--- src/hdl/duckHunt_settings.svh ---
`ifndef DUCKHUNT_SETTINGS_SVH
`define DUCKHUNT_SETTINGS_SVH

// ========================================
// screen geometry, one pixel per Clk
// ========================================
`define H_ACTIVE      64
`define H_TOTAL       80
`define H_SYNC_START  68
`define H_SYNC_END    74
`define V_ACTIVE      48
`define V_TOTAL       52
`define V_SYNC_START  49
`define V_SYNC_END    51
`define COORD_W       7

// object boxes in pixels
`define DUCK_SIZE     6
`define DOG_W         10
`define DOG_H         6
`define CURSOR_SIZE   3
`define DOG_Y         40
`define DUCK_START_Y  36
// duck climb per frame, both axes
`define DUCK_STEP     2

// must not be zero
`define LFSR_SEED     16'hACE1

// palette and register map
`define PAL_DEPTH     16
`define COLOR_W       12
`define APB_ADDR_W    8
`define PAL_BASE      8'h40

`endif

--- src/hdl/duckHuntPkg.sv ---
`include "duckHunt_settings.svh"

package duckHuntPkg;

	// ========================================
	// game flow
	// ========================================
	// one step per frame while run is set
	typedef enum logic [2:0] {
		idle,
		dogWalk,
		duckFly,
		duckHit,
		duckEscape
	} gameState_t;

	// ========================================
	// APB word addresses
	// ========================================
	// cursor: X in [6:0], Y in [22:16]
	// buttons: buttons in [2:0], run in bit 8
	// status: state in [2:0], score in [15:8]
	// palette window from palBase, one word per entry
	typedef enum logic [`APB_ADDR_W-1:0] {
		cursorReg  = 8'h00,
		buttonReg  = 8'h04,
		statusReg  = 8'h08,
		duckPosReg = 8'h0C,
		dogPosReg  = 8'h10,
		palBase    = `PAL_BASE
	} regAddr_t;

	// draw order, lowest first
	// code doubles as palette index
	typedef enum logic [1:0] {
		background,
		dog,
		duck,
		cursor
	} layer_t;

endpackage

--- src/hdl/vgaTiming.sv ---
`timescale 1ns/100ps
`include "duckHunt_settings.svh"

module vgaTiming (
	input  logic                Clk,
	input  logic                arstN,
	output logic [`COORD_W-1:0] drawX,
	output logic [`COORD_W-1:0] drawY,
	output logic                hs,
	output logic                vs,
	output logic                blank,
	output logic                frameStart
);

	logic lineEnd;
	logic frameEnd;

	// ========================================
	// scan counters
	// ========================================
	assign lineEnd  = (drawX == `H_TOTAL - 1);
	assign frameEnd = lineEnd && (drawY == `V_TOTAL - 1);

	always_ff @(posedge Clk or negedge arstN) begin
		if (!arstN) begin
			drawX <= '0;
			drawY <= '0;
		end else begin
			// pixel counter wraps every line
			drawX <= lineEnd ? '0 : drawX + 1'b1;
			// line counter moves only at line end
			if (frameEnd) begin
				drawY <= '0;
			end else if (lineEnd) begin
				drawY <= drawY + 1'b1;
			end
		end
	end

	// ========================================
	// decoded timing
	// ========================================
	// syncs active low, inside blanking
	assign hs = !((drawX >= `H_SYNC_START) && (drawX < `H_SYNC_END));
	assign vs = !((drawY >= `V_SYNC_START) && (drawY < `V_SYNC_END));

	// anything outside the visible box
	assign blank = (drawX >= `H_ACTIVE) || (drawY >= `V_ACTIVE);

	// first pixel of the frame, one cycle
	assign frameStart = (drawX == '0) && (drawY == '0);

	// line length never overruns
	drawXRange: assert property (@(posedge Clk) disable iff (!arstN)
		drawX < `H_TOTAL);

endmodule

--- src/hdl/hostRegs.sv ---
`timescale 1ns/100ps
`include "duckHunt_settings.svh"

module hostRegs (
	input  logic                            Clk,
	input  logic                            arstN,
	input  logic                            PSEL,
	input  logic                            PENABLE,
	input  logic                            PWRITE,
	input  logic [`APB_ADDR_W-1:0]          PADDR,
	input  logic [31:0]                     PWDATA,
	input  logic                            palWrGnt,
	input  duckHuntPkg::gameState_t         state,
	input  logic [7:0]                      score,
	input  logic [`COORD_W-1:0]             duckX,
	input  logic [`COORD_W-1:0]             duckY,
	input  logic [`COORD_W-1:0]             dogX,
	output logic [31:0]                     PRDATA,
	output logic                            PREADY,
	output logic                            PSLVERR,
	output logic [`COORD_W-1:0]             cursorX,
	output logic [`COORD_W-1:0]             cursorY,
	output logic                            fireBtn,
	output logic                            run,
	output logic                            palWrReq,
	output logic [$clog2(`PAL_DEPTH)-1:0]   palWrAddr,
	output logic [`COLOR_W-1:0]             palWrData
);

	import duckHuntPkg::*;

	localparam int padW = 16 - `COORD_W;
	localparam logic [`COORD_W-1:0] dogYPos = `DOG_Y;

	logic       access;
	logic       mapped;
	logic       readOnly;
	logic       palHit;
	logic       regWr;
	logic [2:0] btnReg;

	// ========================================
	// address decode and read mux
	// ========================================
	// access phase of any transfer
	assign access = PSEL && PENABLE;

	always_comb begin
		PRDATA   = '0;
		mapped   = 1'b1;
		readOnly = 1'b0;
		palHit   = 1'b0;
		case (regAddr_t'(PADDR))
			cursorReg:  PRDATA = {{padW{1'b0}}, cursorY, {padW{1'b0}}, cursorX};
			buttonReg:  PRDATA = {23'b0, run, 5'b0, btnReg};
			statusReg: begin
				PRDATA   = {16'b0, score, 5'b0, state};
				readOnly = 1'b1;
			end
			duckPosReg: begin
				PRDATA   = {{padW{1'b0}}, duckY, {padW{1'b0}}, duckX};
				readOnly = 1'b1;
			end
			dogPosReg: begin
				PRDATA   = {{padW{1'b0}}, dogYPos, {padW{1'b0}}, dogX};
				readOnly = 1'b1;
			end
			default: begin
				// palette window, word aligned, write only
				palHit = (PADDR >= palBase) && (PADDR < palBase + 4 * `PAL_DEPTH)
					&& (PADDR[1:0] == 2'b00);
				mapped = palHit;
			end
		endcase
	end

	// ========================================
	// APB response
	// ========================================
	// palette writes stall until the arbiter grants
	assign palWrReq  = access && PWRITE && palHit;
	assign palWrAddr = PADDR[$clog2(`PAL_DEPTH)+1:2];
	assign palWrData = PWDATA[`COLOR_W-1:0];

	assign PREADY  = access && (!palWrReq || palWrGnt);
	assign PSLVERR = access && (!mapped || (PWRITE && readOnly));

	// register writes finish in the access cycle
	assign regWr = access && PWRITE;

	always_ff @(posedge Clk or negedge arstN) begin
		if (!arstN) begin
			cursorX <= '0;
			cursorY <= '0;
			btnReg  <= '0;
			run     <= 1'b0;
			fireBtn <= 1'b0;
		end else begin
			fireBtn <= 1'b0;
			if (regWr && (PADDR == cursorReg)) begin
				cursorX <= PWDATA[`COORD_W-1:0];
				cursorY <= PWDATA[16 +: `COORD_W];
			end
			if (regWr && (PADDR == buttonReg)) begin
				btnReg <= PWDATA[2:0];
				run    <= PWDATA[8];
				// left button press, edge only
				fireBtn <= PWDATA[0] && !btnReg[0];
			end
		end
	end

	// a new palette request always follows a setup phase
	palReqAfterSetup: assert property (@(posedge Clk) disable iff (!arstN)
		$rose(palWrReq) |-> $past(PSEL && !PENABLE));

endmodule

--- src/hdl/gameControl.sv ---
`timescale 1ns/100ps
`include "duckHunt_settings.svh"

module gameControl (
	input  logic                    Clk,
	input  logic                    arstN,
	input  logic                    frameStart,
	input  logic                    run,
	input  logic [`COORD_W-1:0]     cursorX,
	input  logic [`COORD_W-1:0]     cursorY,
	input  logic                    fireBtn,
	output logic [`COORD_W-1:0]     duckX,
	output logic [`COORD_W-1:0]     duckY,
	output logic [1:0]              duckColor,
	output logic [`COORD_W-1:0]     dogX,
	output logic                    showDuck,
	output logic                    showDog,
	output duckHuntPkg::gameState_t state,
	output logic [7:0]              score
);

	import duckHuntPkg::*;

	localparam logic [`COORD_W-1:0] duckStep  = `DUCK_STEP;
	localparam logic [`COORD_W-1:0] duckStart = `DUCK_START_Y;
	// duck leaves from the middle of the dog
	localparam logic [`COORD_W-1:0] duckOfs   = (`DOG_W - `DUCK_SIZE) / 2;
	localparam logic [`COORD_W-1:0] walkMin   = 8;

	logic [15:0]         lfsr;
	logic                lfsrFb;
	logic [`COORD_W-1:0] dogTarget;
	logic                duckRight;
	logic                onDuck;
	logic                hitPend;

	// ========================================
	// random source
	// ========================================
	// taps 16,14,13,11, maximal length
	assign lfsrFb = lfsr[15] ^ lfsr[13] ^ lfsr[12] ^ lfsr[10];

	// cursor hot spot inside duck box
	assign onDuck = (cursorX >= duckX) && (cursorX < duckX + `DUCK_SIZE)
		&& (cursorY >= duckY) && (cursorY < duckY + `DUCK_SIZE);

	// visibility follows the state
	assign showDog  = (state != idle);
	assign showDuck = (state == duckFly) || (state == duckHit);

	// ========================================
	// per-frame game step
	// ========================================
	always_ff @(posedge Clk or negedge arstN) begin
		if (!arstN) begin
			lfsr      <= `LFSR_SEED;
			state     <= idle;
			score     <= '0;
			dogX      <= '0;
			dogTarget <= '0;
			duckX     <= '0;
			duckY     <= duckStart;
			duckColor <= '0;
			duckRight <= 1'b0;
			hitPend   <= 1'b0;
		end else begin
			// shots land any time, scored at next frame
			if (fireBtn && (state == duckFly) && onDuck) begin
				hitPend <= 1'b1;
			end
			if (frameStart) begin
				lfsr <= {lfsr[14:0], lfsrFb};
				if (run) begin
					case (state)
						// new round, dog enters from the left
						idle, duckHit, duckEscape: begin
							state     <= dogWalk;
							dogX      <= '0;
							dogTarget <= walkMin + lfsr[4:0];
						end
						dogWalk: begin
							if (dogX == dogTarget) begin
								state     <= duckFly;
								duckX     <= dogX + duckOfs;
								duckY     <= duckStart;
								duckRight <= lfsr[0];
								duckColor <= lfsr[2:1];
							end else begin
								dogX <= dogX + 1'b1;
							end
						end
						duckFly: begin
							if (hitPend) begin
								state   <= duckHit;
								score   <= score + 1'b1;
								hitPend <= 1'b0;
							end else if (duckY < duckStep) begin
								// next step would leave the top
								state <= duckEscape;
							end else begin
								duckY <= duckY - duckStep;
								// bounce off the side edges
								if (duckRight) begin
									if (duckX + `DUCK_SIZE + `DUCK_STEP > `H_ACTIVE) begin
										duckRight <= 1'b0;
										duckX     <= duckX - duckStep;
									end else begin
										duckX <= duckX + duckStep;
									end
								end else if (duckX < duckStep) begin
									duckRight <= 1'b1;
									duckX     <= duckX + duckStep;
								end else begin
									duckX <= duckX - duckStep;
								end
							end
						end
						default: state <= idle;
					endcase
				end
			end
		end
	end

	// a shown duck stays inside the visible width
	duckOnScreen: assert property (@(posedge Clk) disable iff (!arstN)
		showDuck |-> (duckX + `DUCK_SIZE <= `H_ACTIVE));

endmodule

--- src/hdl/paletteArbiter.sv ---
`timescale 1ns/100ps
`include "duckHunt_settings.svh"

module paletteArbiter (
	input  logic                          Clk,
	input  logic                          arstN,
	input  logic                          rdEn,
	input  logic [$clog2(`PAL_DEPTH)-1:0] rdAddr,
	input  logic                          palWrReq,
	input  logic [$clog2(`PAL_DEPTH)-1:0] palWrAddr,
	input  logic [`COLOR_W-1:0]           palWrData,
	output logic [`COLOR_W-1:0]           rdData,
	output logic                          palWrGnt
);

	logic [`COLOR_W-1:0] mem [`PAL_DEPTH];

	// ========================================
	// fixed priority, renderer first
	// ========================================
	// host only gets the memory in blanking
	assign palWrGnt = palWrReq && !rdEn;

	// write port, palette starts all black
	always_ff @(posedge Clk or negedge arstN) begin
		if (!arstN) begin
			for (int i = 0; i < `PAL_DEPTH; i++) begin
				mem[i] <= '0;
			end
		end else if (palWrGnt) begin
			mem[palWrAddr] <= palWrData;
		end
	end

	// registered read, one cycle
	always_ff @(posedge Clk) begin
		if (rdEn) begin
			rdData <= mem[rdAddr];
		end
	end

	// a stalled write holds its entry and colour until granted
	wrHeldUntilGnt: assert property (@(posedge Clk) disable iff (!arstN)
		palWrReq && !palWrGnt |=> palWrReq && $stable(palWrAddr) && $stable(palWrData));

endmodule

--- src/hdl/pixelRenderer.sv ---
`timescale 1ns/100ps
`include "duckHunt_settings.svh"

module pixelRenderer (
	input  logic                          Clk,
	input  logic                          arstN,
	input  logic [`COORD_W-1:0]           drawX,
	input  logic [`COORD_W-1:0]           drawY,
	input  logic                          hs,
	input  logic                          vs,
	input  logic                          blank,
	input  logic [`COORD_W-1:0]           cursorX,
	input  logic [`COORD_W-1:0]           cursorY,
	input  logic [`COORD_W-1:0]           duckX,
	input  logic [`COORD_W-1:0]           duckY,
	input  logic [1:0]                    duckColor,
	input  logic [`COORD_W-1:0]           dogX,
	input  logic                          showDuck,
	input  logic                          showDog,
	input  logic [`COLOR_W-1:0]           rdData,
	output logic                          rdEn,
	output logic [$clog2(`PAL_DEPTH)-1:0] rdAddr,
	output logic [3:0]                    VGA_R,
	output logic [3:0]                    VGA_G,
	output logic [3:0]                    VGA_B,
	output logic                          VGA_HS,
	output logic                          VGA_VS,
	output logic                          blankOut
);

	import duckHuntPkg::*;

	localparam int palAddrW = $clog2(`PAL_DEPTH);
	// second duck colour set sits 4 entries up
	localparam logic [palAddrW-1:0] altDuckOfs = 4;

	layer_t              layer;
	logic                onCursor;
	logic                onDuck;
	logic                onDog;
	logic                hs1;
	logic                vs1;
	logic                blank1;
	logic [`COLOR_W-1:0] color;

	// ========================================
	// stage one, layer pick and palette read
	// ========================================
	assign onCursor = (drawX >= cursorX) && (drawX < cursorX + `CURSOR_SIZE)
		&& (drawY >= cursorY) && (drawY < cursorY + `CURSOR_SIZE);
	assign onDuck = showDuck && (drawX >= duckX) && (drawX < duckX + `DUCK_SIZE)
		&& (drawY >= duckY) && (drawY < duckY + `DUCK_SIZE);
	assign onDog = showDog && (drawX >= dogX) && (drawX < dogX + `DOG_W)
		&& (drawY >= `DOG_Y) && (drawY < `DOG_Y + `DOG_H);

	// top layer wins
	always_comb begin
		if (onCursor) begin
			layer = cursor;
		end else if (onDuck) begin
			layer = duck;
		end else if (onDog) begin
			layer = dog;
		end else begin
			layer = background;
		end
	end

	// memory held only for visible pixels
	assign rdEn = !blank;
	assign rdAddr = {{(palAddrW - 2){1'b0}}, layer}
		+ (((layer == duck) && (duckColor != 2'b00)) ? altDuckOfs : '0);

	// ========================================
	// stage two, colour out with aligned syncs
	// ========================================
	always_ff @(posedge Clk or negedge arstN) begin
		if (!arstN) begin
			hs1      <= 1'b1;
			vs1      <= 1'b1;
			blank1   <= 1'b1;
			VGA_HS   <= 1'b1;
			VGA_VS   <= 1'b1;
			blankOut <= 1'b1;
			color    <= '0;
		end else begin
			// first delay matches the memory read
			hs1    <= hs;
			vs1    <= vs;
			blank1 <= blank;
			VGA_HS   <= hs1;
			VGA_VS   <= vs1;
			blankOut <= blank1;
			// black outside the visible box
			color <= blank1 ? '0 : rdData;
		end
	end

	assign VGA_R = color[11:8];
	assign VGA_G = color[7:4];
	assign VGA_B = color[3:0];

endmodule

--- src/hdl/duckHuntTop.sv ---
`timescale 1ns/100ps
`include "duckHunt_settings.svh"

module duckHuntTop (
	input  logic                   Clk,
	input  logic                   arstN,
	input  logic                   PSEL,
	input  logic                   PENABLE,
	input  logic                   PWRITE,
	input  logic [`APB_ADDR_W-1:0] PADDR,
	input  logic [31:0]            PWDATA,
	output logic [31:0]            PRDATA,
	output logic                   PREADY,
	output logic                   PSLVERR,
	output logic                   VGA_HS,
	output logic                   VGA_VS,
	output logic [3:0]             VGA_R,
	output logic [3:0]             VGA_G,
	output logic [3:0]             VGA_B,
	output logic                   blank
);

	import duckHuntPkg::*;

	// ========================================
	// internal nets
	// ========================================
	// scan position and timing
	logic [`COORD_W-1:0] drawX, drawY;
	logic                hs, vs, vgaBlank, frameStart;
	// host registers
	logic [`COORD_W-1:0] cursorX, cursorY;
	logic                fireBtn, run;
	// palette write path
	logic                          palWrReq, palWrGnt;
	logic [$clog2(`PAL_DEPTH)-1:0] palWrAddr;
	logic [`COLOR_W-1:0]           palWrData;
	// game objects
	logic [`COORD_W-1:0] duckX, duckY, dogX;
	logic [1:0]          duckColor;
	logic                showDuck, showDog;
	gameState_t          state;
	logic [7:0]          score;
	// palette read path
	logic                          rdEn;
	logic [$clog2(`PAL_DEPTH)-1:0] rdAddr;
	logic [`COLOR_W-1:0]           rdData;

	vgaTiming vgaTiming_i (
		.Clk, .arstN, .drawX, .drawY, .hs, .vs,
		.blank(vgaBlank), .frameStart
	);

	hostRegs hostRegs_i (
		.Clk, .arstN, .PSEL, .PENABLE, .PWRITE, .PADDR, .PWDATA,
		.palWrGnt, .state, .score, .duckX, .duckY, .dogX,
		.PRDATA, .PREADY, .PSLVERR, .cursorX, .cursorY, .fireBtn, .run,
		.palWrReq, .palWrAddr, .palWrData
	);

	gameControl gameControl_i (
		.Clk, .arstN, .frameStart, .run, .cursorX, .cursorY, .fireBtn,
		.duckX, .duckY, .duckColor, .dogX, .showDuck, .showDog, .state, .score
	);

	paletteArbiter paletteArbiter_i (
		.Clk, .arstN, .rdEn, .rdAddr, .palWrReq, .palWrAddr, .palWrData,
		.rdData, .palWrGnt
	);

	// blank leaves aligned with the colour
	pixelRenderer pixelRenderer_i (
		.Clk, .arstN, .drawX, .drawY, .hs, .vs, .blank(vgaBlank),
		.cursorX, .cursorY, .duckX, .duckY, .duckColor, .dogX,
		.showDuck, .showDog, .rdData, .rdEn, .rdAddr,
		.VGA_R, .VGA_G, .VGA_B, .VGA_HS, .VGA_VS, .blankOut(blank)
	);

endmodule

--- config.mk ---
export PLATFORM = sky130hd
export DESIGN_NAME = duckHuntTop
export DESIGN_NICKNAME = d
export VERILOG_FILES = /design/src/hdl/duckHuntPkg.sv /design/src/hdl/vgaTiming.sv /design/src/hdl/hostRegs.sv /design/src/hdl/gameControl.sv /design/src/hdl/paletteArbiter.sv /design/src/hdl/pixelRenderer.sv /design/src/hdl/duckHuntTop.sv
export VERILOG_INCLUDE_DIRS = /design/src /design/src/hdl
export SDC_FILE = /design/constraint.sdc
export NUM_CORES = 1
export LEC_CHECK = 0
export BUFFER_PORTS_ARGS = -buffer_cell sky130_fd_sc_hd__buf_2
export CAP_MARGIN = 20
export CORE_UTILIZATION = 35
export DETAILED_ROUTE_END_ITERATION = 10
export PLACE_DENSITY = 0.52
export SETUP_SLACK_MARGIN = 0.4
export SYNTH_ARGS = -nofsm -noshare
export SYNTH_HDL_FRONTEND = slang
export SYNTH_SLANG_ARGS = --single-unit
--- constraint.sdc ---
create_clock -name Clk -period 3.9 [get_ports Clk]
set_clock_uncertainty 0.05 [all_clocks]
set_input_delay 0.39 -clock Clk [delete_from_list [all_inputs] [get_ports Clk]]
set_output_delay 0.39 -clock Clk [all_outputs]
set_load 0.005 [all_outputs]
# Word-level counts from Yosys, hierarchy flattened
# Index checks and enable logic that the tools add are counted.
# classes
n_addsub,16
n_lt_le_gt_ge,30
eq_ne,17
n_mux,48
n_bitwise,5
n_reduce_logical,62
# ops
cell,count
7-bit by 32-bit < comparator with 1-bit output,7
192-bit bitwise mux,1
23-bit one-hot mux with 5 select lines,1
7-bit two-way mux,13
7-bit >= comparator,7
12-bit binary-select mux with 4-bit select,1
12-bit demux with 4-bit select,1
12-bit two-way mux,4
7-bit one-hot mux with 2 select lines,3
1-bit logical AND,34
"32-bit by 2-bit adder with 32-bit output, second input constant",1
"32-bit by 7-bit > comparator with 1-bit output, second input constant",1
"7-bit by 1-bit adder with 7-bit output, second input constant",3
"7-bit by 6-bit >= comparator with 1-bit output, second input constant",3
"7-bit by 2-bit adder with 8-bit output, second input constant",2
"7-bit by 3-bit adder with 8-bit output, second input constant",2
"8-bit by 4-bit equality test with 1-bit output, second input constant",2
1-bit two-way mux,16
4-bit AND reduction,4
"7-bit by 2-bit adder with 7-bit output, second input constant",2
"7-bit >= comparator, second input constant",2
7-bit zero test,2
"7-bit by 2-bit < comparator with 1-bit output, second input constant",2
"7-bit by 6-bit < comparator with 1-bit output, second input constant",2
39 further kinds,62
# totals
reg_bits,314
in_bits,45
output_inout_bits,49
wordCells,219

# Depth between registers and ports, before layout
# Gate-level depths: netlist (run 1).
# depth
ltp_word,16
depth_mapped,13
depth_no_buf,11

# Modules after synthesis
# From an unflattened synthesis (run 1), not the netlist that was laid out.
# unflattened
hier_cells,1424
hier_area_um2,17650.7
# by_module_without_submodules
module,instances,cells_each,area_per_inst_um2,seq_area_each_um2
paletteArbiter,1,551,9090.0,5165.0
gameControl,1,389,3834.9,1438.9
pixelRenderer,1,280,2491.1,457.9
hostRegs,1,124,1415.1,475.5
vgaTiming,1,80,819.5,350.3

# Least setup slack after synthesis (run 1)
# Ideal clock, no wire load.
# synth_timing
path_type,register to register
start,register gameControl_i.duckX[1]
end,register paletteArbiter_i.rdData[0] (data pin)
setup_ps,263
t_arrival_ps,2607
t_required_ps,3587
slack_ps,980
stages_incl_launch_ff,13
path_buffers,3
period_less_slack_ps,2920
cell_sequence,dfrtp_1 > buf_2 > inv_1 > ha_1 > buf_6 > xor2_1 > ha_1 > a21oi_1 > maj3_2 > o211a_1 > buf_2 > a221oi_1 > o21ai_1
# synth_via
elab_chain_cells,15
elab_cells_between_ends,17
cone_classes,2 x add/sub; 2 x order compare; 1 x eq/ne; 6 x mux; 1 x bitwise; 5 x reduce/logical
# synth_rtl
item,line,text
from (decl),gameControl.sv:12,"output logic [`COORD_W-1:0] duckX,"
from (signal assigned),gameControl.sv:84,duckX <= dogX + duckOfs;
from (signal assigned),gameControl.sv:106,duckX <= duckX - duckStep;
from (signal assigned),gameControl.sv:108,duckX <= duckX + duckStep;
7-bit by 3-bit adder with 8-bit output (no line) / 7-bit >= comparator (equally long branches),--,
7-bit by 32-bit < comparator with 1-bit output (no line) / 1-bit logical AND (equally long branches),--,
1-bit logical AND * (3 in a row),pixelRenderer.sv:51,assign onDuck = showDuck && (drawX >= duckX) && (drawX < duckX + `DUCK_SIZE)
2-bit two-way mux *,pixelRenderer.sv:60,end else if (onDuck) begin
2-bit two-way mux *,pixelRenderer.sv:58,if (onCursor) begin
2-bit equality test,pixelRenderer.sv:72,+ (((layer == duck) && (duckColor != 2'b00)) ? altDuckOfs : '0);
1-bit logical AND,pixelRenderer.sv:72,
3-bit two-way mux,pixelRenderer.sv:72,
2-bit by 4-bit adder with 4-bit output *,pixelRenderer.sv:72,
4-bit inverter with 5-bit output (implied by the code) *,paletteArbiter.sv:38,rdData <= mem[rdAddr];
12-bit binary-select mux with 4-bit select *,paletteArbiter.sv:38,
12-bit two-way mux (implied by the code) * (2 in a row),paletteArbiter.sv:38,
to (signal assigned),paletteArbiter.sv:38,
to (decl),paletteArbiter.sv:12,"output logic [`COLOR_W-1:0] rdData,"
# Mark *: on every way between the ends. The rest lies on a longest branch, timed or not. The select of a mux whose other input is x is not followed.
# A chain may end at the register's enable or synchronous reset.

# Worst setup path after layout (run 1)
# layout_timing
start,register gameControl_i.duckY[1]
end,register gameControl_i.duckY[3]
# layout_via
elab_chain_cells,4
elab_cells_between_ends,7
cone_classes,1 x add/sub; 1 x order compare; 1 x eq/ne; 3 x mux; 1 x reduce/logical
# layout_rtl
item,line,text
from (decl),gameControl.sv:13,"output logic [`COORD_W-1:0] duckY,"
from (signal assigned),gameControl.sv:62,duckY <= duckStart;
from (signal assigned),gameControl.sv:85,duckY <= duckStart;
from (signal assigned),gameControl.sv:101,duckY <= duckY - duckStep;
7-bit by 2-bit subtractor with 7-bit output,gameControl.sv:101,
7-bit two-way mux,gameControl.sv:97,end else if (duckY < duckStep) begin
7-bit two-way mux,gameControl.sv:93,if (hitPend) begin
7-bit one-hot mux with 2 select lines,gameControl.sv:74,case (state)
# Several ways; a longest one is shown, not always the timed one. The select of a mux whose other input is x is not followed.

==> metrics.yaml, run 1 <==
status: "finished clean"
fmaxAchievable_ghz: 0.312
number_of_global_route_vias_before_repair: 8395
clock-root-buffer: "sky130_fd_sc_hd__clkbuf_16"
yosysUniqueCellTypes: 82
n_antenna_cell: 0
timing.critical_path.mode_cell: "sky130_fd_sc_hd__o21ai_0"
tritoncts.num_buffers: 17
postCtsSetupRepairBufs: 0
synthCells: 1102
fin_setup_tns_ps: 0
synth.cell_area_um2: 11100
timing.critical_path.buf_inv: 2
chipWidth_um: 180
kind_of_path_behind_the_tightest_hold_check: "in -> reg"
cellLeakagePower_nw: 6.02
antenna_found_initial: 2
grt_util_all_layers_pct: 19.1
initialDrtViolationCount: 653
intPower_w: 0.00276
clock_latency_late_sink_ps: 450
p_sw_share_pct: 24.8
syn_avg_cell_area_um2: 10.1
seq_power_share_pct: 51.5
p_per_area_nw_per_um2: 292
die_h_um: 180
globalRoute.totalOverflow: 0
cap_violations: 0
drc: 0
netlist.top_cell.by_area: "sky130_fd_sc_hd__dfrtp_1"
drt_pass1_iterations: 5
hold_vio_cnt_final: 0
power_w: 0.00367
placement_rows: 64
die_area_um2: 32500
grt_pass1_wl_mm: 48.3
worstSetupStartpointType: "flip-flop"
worst_setup_hold_path_clk_slew_ps: 70
maxSlewViolCount: 0
routabilityCongestion: 0.878
post-route-cell-area_um2: 12500
worst_path_dominant_cell_family: "compound AO/OA/AOI/OAI gates"
detail_route.wl_per_cell_um: 19.2
ys_warn_count: 0
grt_max_degree: 89
worstSetupPathType: "reg -> reg"
floorplan.core_area_um2: 30900
ys_seq_elements: 180
final.hold.worst_slack_ps: 128
power_frac_comb_pct: 3.3
mostFrequentLayoutCell: "sky130_fd_sc_hd__dfrtp_1"
min_period_over_period_pct: 82.3
antenna_left: 0
setup.worst_path.end_class: "flip-flop"
cts-htree-levels: 4
vdd_ir_drop_max_uv: 280
cts_sinks: 180
clock_path_buffers: 2
boundaryPins: 94
critical_path.cell_chain: "inv_1 > ha_1 > or3b_1 > nor3_1 > o31ai_1 > nand4_2 > buf_4 > o21ai_0 > o21ai_0"
p_sw_w: 0.000910
synth_seq_area_share_pct: 41.2
drt_wl_total_mm: 30.3
timing.critical_path.required_ps: 4160
synth-async-reset-ratio_pct: 93.3
rsz0062_at_grt: "false"
dp_hpwl_mm: 21.7
drive_gt1_share_pct: 22.4
netlist_top_cells_area: "sky130_fd_sc_hd__dfrtp_1 34%, sky130_fd_sc_hd__ha_1 11%, sky130_fd_sc_hd__mux2_2 8.4%"
cp_slowest_stage_delay_ps: 590
tightest_slew_ps: 848
instance_area_after_placement_um2: 12000
vias: 8477
layout_common_cells: "152 x sky130_fd_sc_hd__dfrtp_1, 136 x sky130_fd_sc_hd__nand2_1, 101 x sky130_fd_sc_hd__ha_1, 83 x sky130_fd_sc_hd__mux2_2, 69 x sky130_fd_sc_hd__buf_2"
slew_margin_rel_pct: 43.0
fraction_of_synthesized_cell_area_taken_by_the_top_area_cell_type_pct: 34.2
tritoncts: "done"
timing.final.crit_period_ps: 3210
relative_contribution_of_the_clock_network_to_total_power_pct: 45.2
setup_viol: 0
areaGrowthSynthToFinish_pct: 12.7
crit_slowest_cell: "sky130_fd_sc_hd__o31ai_1"
ys_dominant_reg_cell: "sky130_fd_sc_hd__dfrtp_1"
synth_enable_flop_cells: 12
start_util_pct: 36.0
final_nets: 1315
drt-vias-per-instance: 5.37
io_buffer_count: 70
crit_fanout: 10
worst_ep_arrival_time_ps: 3470
## flip-flops by register name, summed over array words and instances, names as in the netlist, 2 cells and up
register,flops
paletteArbiter_i.mem,60
gameControl_i.lfsr,16
paletteArbiter_i.rdData,12
pixelRenderer_i.color,12
gameControl_i.score,8
gameControl_i.dogX,7
gameControl_i.duckX,7
hostRegs_i.cursorX,7
hostRegs_i.cursorY,7
vgaTiming_i.drawX,7
vgaTiming_i.drawY,7
gameControl_i.dogTarget,6
gameControl_i.duckY,6
gameControl_i.state,3
hostRegs_i.btnReg,3
gameControl_i.duckColor,2
## synth_stat cells (3+ instances only)
| cell | n |
|---|---|
| sky130_fd_sc_hd__ha_1 | 101 |
| sky130_fd_sc_hd__nand2b_1 | 9 |
| sky130_fd_sc_hd__mux2i_1 | 3 |
| sky130_fd_sc_hd__a21oi_1 | 38 |
| sky130_fd_sc_hd__dfstp_2 | 16 |
| sky130_fd_sc_hd__o2111ai_1 | 5 |
| sky130_fd_sc_hd__a211oi_1 | 10 |
| sky130_fd_sc_hd__buf_2 | 19 |
| sky130_fd_sc_hd__a21o_1 | 10 |
| sky130_fd_sc_hd__o21bai_1 | 3 |
| sky130_fd_sc_hd__nand4_1 | 10 |
| sky130_fd_sc_hd__o21ai_1 | 14 |
| sky130_fd_sc_hd__buf_4 | 14 |
| sky130_fd_sc_hd__a31oi_1 | 3 |
| sky130_fd_sc_hd__nand2_1 | 136 |
| sky130_fd_sc_hd__xnor2_1 | 43 |
| sky130_fd_sc_hd__nor2b_1 | 33 |
| sky130_fd_sc_hd__nor3b_2 | 3 |
| sky130_fd_sc_hd__o21a_1 | 7 |
| sky130_fd_sc_hd__nor4_1 | 10 |
| sky130_fd_sc_hd__clkbuf_1 | 28 |
| sky130_fd_sc_hd__nor3_1 | 19 |
| sky130_fd_sc_hd__buf_1 | 4 |
| sky130_fd_sc_hd__xor2_1 | 11 |
| sky130_fd_sc_hd__a22o_1 | 8 |
| sky130_fd_sc_hd__a41o_1 | 12 |
| sky130_fd_sc_hd__o211ai_1 | 11 |
| sky130_fd_sc_hd__a31o_2 | 3 |
| sky130_fd_sc_hd__dfrtp_1 | 152 |
| sky130_fd_sc_hd__nor2_1 | 44 |
| sky130_fd_sc_hd__o21ai_0 | 52 |
| sky130_fd_sc_hd__o31ai_1 | 10 |
| sky130_fd_sc_hd__or3_1 | 3 |
| sky130_fd_sc_hd__a222oi_1 | 4 |
| sky130_fd_sc_hd__mux4_2 | 3 |
| sky130_fd_sc_hd__mux2_2 | 83 |
| sky130_fd_sc_hd__nand3_1 | 24 |
| sky130_fd_sc_hd__and3_1 | 18 |
| sky130_fd_sc_hd__edfxtp_1 | 12 |
| sky130_fd_sc_hd__inv_1 | 48 |
| sky130_fd_sc_hd__a221oi_1 | 13 |
## cell type report
type	count	area, µm²
fillers	3106	18400
clock inverters	14	125
multi-input cells	815	6080
flip-flops and latches	180	4580
inverters	49	184
clock buffers	18	429
well taps	396	495
repair buffers	106	646
## routing by layer
metal / wire (µm) / part of all wire, % / global-route usage [%] / vias up
met5: 13 / 0.043 / 0 / -
met4: 623 / 2.1 / 6.77 / 2
met3: 1310 / 4.3 / 3.33 / 35
met2: 13400 / 44 / 29.1 / 201
met1: 14900 / 49 / 27.2 / 4164
li1: - / - / - / 4075
## worst paths after layout
| check | end | depth (start not counted) | slack [ps] | startpoint |
|---|---|---|---|---|
| max | gameControl_i.duckY[3]$_DFFE_PN0P_ | 9 | 690 | gameControl_i.duckY[1]$_DFFE_PN0P_ |
| min | hostRegs_i.cursorY[4]$_DFFE_PN0P_ | 2 | 130 | PWDATA[20] |
| max reg2reg | gameControl_i.duckY[3]$_DFFE_PN0P_ | 9 | 690 | gameControl_i.duckY[1]$_DFFE_PN0P_ |
| min reg2reg | pixelRenderer_i.VGA_VS$_DFF_PN1_ | 0 | 310 | pixelRenderer_i.vs1$_DFF_PN1_ |
| max in group asynchronous | gameControl_i.lfsr[2]$_DFFE_PN0P_ | 3 | 2480 | arstN |
| min in group asynchronous | paletteArbiter_i.mem[152]$_DFFE_PN0P_ | 2 | 370 | arstN |
## per-stage QoR
step / setup WS, ps / utilization, % / std cells
floorplan: 980 / - / 1111
global placement: 710 / 38.7 / 1544
detailed placement: 717 / 38.7 / 1544
CTS: 688 / 40.5 / 1577
global route: 400 / 40.6 / 1578
finish: 691 / 40.6 / 1578
## kinds of logic after synthesis
kind of cell	synth area share (%)
and+or+nand+nor	14.8
muxes	9.41
other	0.0337
buffers and inverters	4.68
xor gates and xnor gates	4.25
adders and majority gates	11.5
AOI/OAI and AO/OA	14.1
DFF	41.2
## repair_timing
action | 4_1_cts | 5_1_grt
setup endpoints to repair | 0 | 1
hold buffers | 1 | 0
gates resized for setup | 0 | 1
endpoints found under the hold margin | 34 | 0
## power by group through the flow
stage / Sequential [W] / Combinational [W] / Clock [W]
floorplan: 0.00192 / 0.0000500 / 0
global placement: 0.00193 / 0.000123 / 0
detailed placement: 0.00193 / 0.000124 / 0
CTS: 0.00189 / 0.000125 / 0.00171
global route: 0.00189 / 0.000139 / 0.00178
finish: 0.00189 / 0.000121 / 0.00166
Power figures use the tool's default switching activity.
==> run 2, diff against run 1 <==
ABC_AREA = 1   (was unset)
PLACE_DENSITY = 0.54   (was 0.52)
clock period = 2.7 ns   (was 3.9 ns; I/O delays follow)
==> run 2 against run 1 <==
Compared with the run above: the flow now finishes with violations (negative setup slack); first-iteration DRC count is 1.8% lower; global-route usage increased by 2.3 points; clock-buffer cell count rose by 19; clock power rose by 130%; fmax increased by 8.7%; highest routed layer is now met4.
==> metrics.yaml, run 2 <==
instance_area_after_placement_um2: 15400  # +29%
detail_route.wl_per_cell_um: 16.7  # -13%
timing.rr.start: "gameControl_i.duckY[2]$_DFFE_PN1P_"
grt_max_degree: 78  # -12%
synth-async-reset-ratio_pct: 94.4  # +1.1 points
fmaxAchievable_ghz: 0.339  # +8.7%
ys_warn_count: 0  # unchanged
boundaryPins: 94  # unchanged
drt-vias-per-instance: 4.90  # -8.7%
die_area_um2: 38700  # +19%
worstSetupPathType: "reg -> reg"
yosysUniqueCellTypes: 50  # -39%
number_of_global_route_vias_before_repair: 11768  # +40%
ys_seq_elements: 216  # +20%
timing.critical_path.mode_cell: "sky130_fd_sc_hd__nand2_1"
drt_pass1_iterations: 5  # unchanged
maxSlewViolCount: 0  # unchanged
clock_latency_late_sink_ps: 570  # +120 ps
ys_dominant_reg_cell: "sky130_fd_sc_hd__dfrtp_1"
areaGrowthSynthToFinish_pct: 32.5
crit-reg2reg-capture: "paletteArbiter_i.rdData[4]$_DFFE_PP_"
grtUsageMet1_pct: 30.2  # +3.0 points
slew_margin_rel_pct: 53.5  # +11 points
largest_register_ffs: 96  # +60%
tritoncts: "done"
worst_setup_hold_path_clk_slew_ps: 60  # about the same
post-route-cell-area_um2: 17600  # +40%
crit_fanout: 6  # -4
globalRoute.totalOverflow: 0  # unchanged
worst_slack_ps: -252  # -943 ps
worst_path_dominant_cell_family: "simple AND/OR/NAND/NOR gates"
synth_enable_flop_cells: 12  # unchanged
routabilityCongestion: 0.920  # +4.8%
drive_gt1_share_pct: 28.2  # +5.8 points
syn_avg_cell_area_um2: 7.97  # -21%
mostFrequentLayoutCell: "sky130_fd_sc_hd__nand2_1"
netlist.top_cell.by_area: "sky130_fd_sc_hd__dfrtp_1"
r2r.worst_path.cells: 18  # +9
cp_slowest_stage_delay_ps: 520  # -70 ps
final.hold.worst_slack_ps: 52.6  # -75.1 ps
antenna_found_initial: 1  # -1
status: "finished with violations"
cts_sinks: 216  # +20%
timing.final.crit_period_ps: 2950  # -257 ps
top_register: "paletteArbiter_i.mem"
layout_common_cells: "403 x sky130_fd_sc_hd__nand2_1, 185 x sky130_fd_sc_hd__buf_4, 179 x sky130_fd_sc_hd__dfrtp_1, 137 x sky130_fd_sc_hd__inv_1, 131 x sky130_fd_sc_hd__o21ai_0"
synth_seq_area_share_pct: 41.3  # +0.16 points
endpoint: "paletteArbiter_i.rdData[4]$_DFFE_PP_"
post-synth-top-count-cell: "sky130_fd_sc_hd__nand2_1"
vias: 12110  # +43%
cap_violations: 0  # unchanged
die_h_um: 197  # +9.1%
timing.critical_path.required_ps: 2970  # -1190 ps
floorplan.core_area_um2: 37000  # +20%
tritoncts.num_buffers: 28  # +11
grt.met2_usage_pct: 35.5  # +6.4 points
min_period_over_period_pct: 109  # +27 points
worst_ep_arrival_time_ps: 3220  # -250 ps
drc: 0  # unchanged
grt_pass1_wl_mm: 65.1  # +35%
crit_cells: 18  # +9
io_buffer_count: 70  # unchanged
clock_path_buffers: 3  # +1
global_route.peak_usage_layer: "met2"
crit_slowest_cell: "sky130_fd_sc_hd__dfstp_2"
setup_viol: 12  # +12
failing_checks: "negative setup slack"
worstSetupStartpointType: "flip-flop"
p_per_area_nw_per_um2: 417  # +43%
initialDrtViolationCount: 641  # -1.8%
m3_gr_usage_pct: 2.09  # -1.2 points
vdd_ir_drop_max_uv: 476  # +70%
dp_hpwl_mm: 29.4  # +35%
start_util_pct: 35.9  # -0.11 points
r2r_slack_ps: -250  # -940 ps
rsz0062_at_grt: "true"
synthCells: 1665  # +51%
synth.cell_area_um2: 13300  # +19%
antenna_left: 0  # unchanged
setup.worst_path.start: "gameControl_i.duckY[2]$_DFFE_PN1P_"
tightest_slew_ps: 697  # -150 ps
clock-root-buffer: "sky130_fd_sc_hd__clkbuf_16"
critical_path.cell_chain: "inv_2 > ha_4 > nor2_4 > xor2_2 > ha_1 > a21oi_2 > nand3b_1 > nand3_2 > nor2_4 > nand3_4 > buf_12 > buf_8 > o211ai_1 > inv_1 > nand2_1 > nand2_1 > nand2_1 > nand2_1"
synth_top_cells_by_count: "428 x sky130_fd_sc_hd__nand2_1, 188 x sky130_fd_sc_hd__dfrtp_1, 150 x sky130_fd_sc_hd__inv_1, 146 x sky130_fd_sc_hd__o21ai_0, 143 x sky130_fd_sc_hd__nor2_1"
timing.critical_path.buf_inv: 4  # +2
cellLeakagePower_nw: 8.82  # +46%
grt_util_all_layers_pct: 21.5  # +2.3 points
largest_registers: "paletteArbiter_i.mem (96), gameControl_i.lfsr (16)"
fraction_of_synthesized_cell_area_taken_by_the_top_area_cell_type_pct: 35.5  # +1.3 points
hold_vio_cnt_final: 0  # unchanged
kind_of_path_behind_the_tightest_hold_check: "in -> reg"
cts-htree-levels: 1  # -3
placement_rows: 70  # +9.4%
final_nets: 2088  # +59%
setup.worst_path.end_class: "flip-flop"
netlist_top_cells_area: "sky130_fd_sc_hd__dfrtp_1 35%, sky130_fd_sc_hd__nand2_1 12%, sky130_fd_sc_hd__ha_1 9.5%"
drt_wl_total_mm: 41.2  # +36%
chipWidth_um: 197  # +9.1%
run 2: cell types whose count changed in the layout (fill, tap and decap cells not counted), moves of 27 or more:
cell / change
sky130_fd_sc_hd__buf_4: +152
sky130_fd_sc_hd__dfrtp_1: +27
sky130_fd_sc_hd__inv_1: +89
sky130_fd_sc_hd__inv_2: +45
sky130_fd_sc_hd__mux2_2: -80
sky130_fd_sc_hd__nand2_1: +267
sky130_fd_sc_hd__nand3b_1: +51
sky130_fd_sc_hd__nor2_1: +82
sky130_fd_sc_hd__nor2b_1: -33
sky130_fd_sc_hd__o21ai_0: +79
sky130_fd_sc_hd__xnor2_1: -39
sky130_fd_sc_hd__xor2_1: +28
run 2: stage by stage:
stage | setup slack [ps] | setup TNS, ps | util [%] | power (W) | cells
2_1_floorplan | 39.0 | 0 | - | 0.00340 | 1674
3_3_place_gp | -308 | -3170 | 41.7 | 0.00355 | 2359
3_5_place_dp | -380 | -4160 | 41.7 | 0.00355 | 2359
4_1_cts | -200 | -2140 | 45.7 | 0.00742 | 2445
5_1_grt | -405 | -4460 | 47.5 | 0.00759 | 2469
6_report | -252 | -2690 | 47.5 | 0.00733 | 2469
run 2: how the worst min path moves through the flow:
stage	endpoint	slack, ps	startpoint	depth (start not counted)
global route	paletteArbiter_i.mem[107]$_DFFE_PN0P_	70	PWDATA[11]	3
CTS	paletteArbiter_i.mem[107]$_DFFE_PN0P_	50	PWDATA[11]	3
finish	paletteArbiter_i.mem[130]$_DFFE_PN0P_	50	PWDATA[10]	3
detailed placement	gameControl_i.duckRight$_DFFE_PN0P_	270	arstN	1
floorplan	gameControl_i.dogTarget[0]$_DFFE_PN0P_	-80	arstN	0
global placement	gameControl_i.duckRight$_DFFE_PN0P_	250	arstN	1
run 2: logic make-up (layout without fill, tap and decap cells):
family          Yosys count  after routing  synth area share, %
other cells               1             11               0.0283
simple gates            738            738                 24.5
buf+inv                 254            544                 8.06
fa+ha+maj               101            101                 9.53
xor+xnor                 46             46                 3.04
mux                       3              3                0.255
flops                   216            216                 41.3
compound gates          306            306                 13.2
run 2: layout make-up:
type | count | area (µm²)
diodes | 1 | 2.50
clock buffers | 37 | 774
clock inverters | 15 | 183
fillers | 3626 | 19400
inverters | 189 | 733
multi-input cells | 1204 | 7320
flip-flops and latches | 216 | 5500
well taps | 504 | 631
repair buffers | 303 | 2430
run 2: metal layers:
| metal | vias up | part of all wire (%) |
|---|---|---|
| met4 | 0 | 2.4 |
| li1 | 6026 | - |
| met3 | 58 | 3.9 |
| met1 | 5776 | 48 |
| met5 | - | 0 |
| met2 | 250 | 46 |
run 2: power by group:
part | total, W | switching, W | internal (W) | leakage [nW]
registers | 0.00327 | 0.00000387 | 0.00327 | 2.86
logic | 0.000237 | 0.000164 | 0.0000728 | 5.49
clock network | 0.00382 | 0.00151 | 0.00231 | 0.469
run 2: worst reg2reg max path, cell delays in order (launching register included):
cell and delay (ps):
sky130_fd_sc_hd__dfstp_2 520, sky130_fd_sc_hd__inv_2 50, sky130_fd_sc_hd__ha_4 170, sky130_fd_sc_hd__nor2_4 130
sky130_fd_sc_hd__xor2_2 190, sky130_fd_sc_hd__ha_1 280, sky130_fd_sc_hd__a21oi_2 130, sky130_fd_sc_hd__nand3b_1 140
sky130_fd_sc_hd__nand3_2 100, sky130_fd_sc_hd__nor2_4 130, sky130_fd_sc_hd__nand3_4 130, sky130_fd_sc_hd__buf_12 200
sky130_fd_sc_hd__buf_8 140, sky130_fd_sc_hd__o211ai_1 80, sky130_fd_sc_hd__inv_1 50, sky130_fd_sc_hd__nand2_1 50
sky130_fd_sc_hd__nand2_1 70, sky130_fd_sc_hd__nand2_1 60, sky130_fd_sc_hd__nand2_1 60
run 2: repair_timing:
action | 4_1_cts | 5_1_grt
endpoints found under the hold margin | 76 | 0
gates resized for setup | 66 | 131
cloned | 1 | 1
setup endpoints to repair | 35 | 46
setup buffers | 23 | 22
hold buffers | 10 | 0
pin swaps | 16 | 50
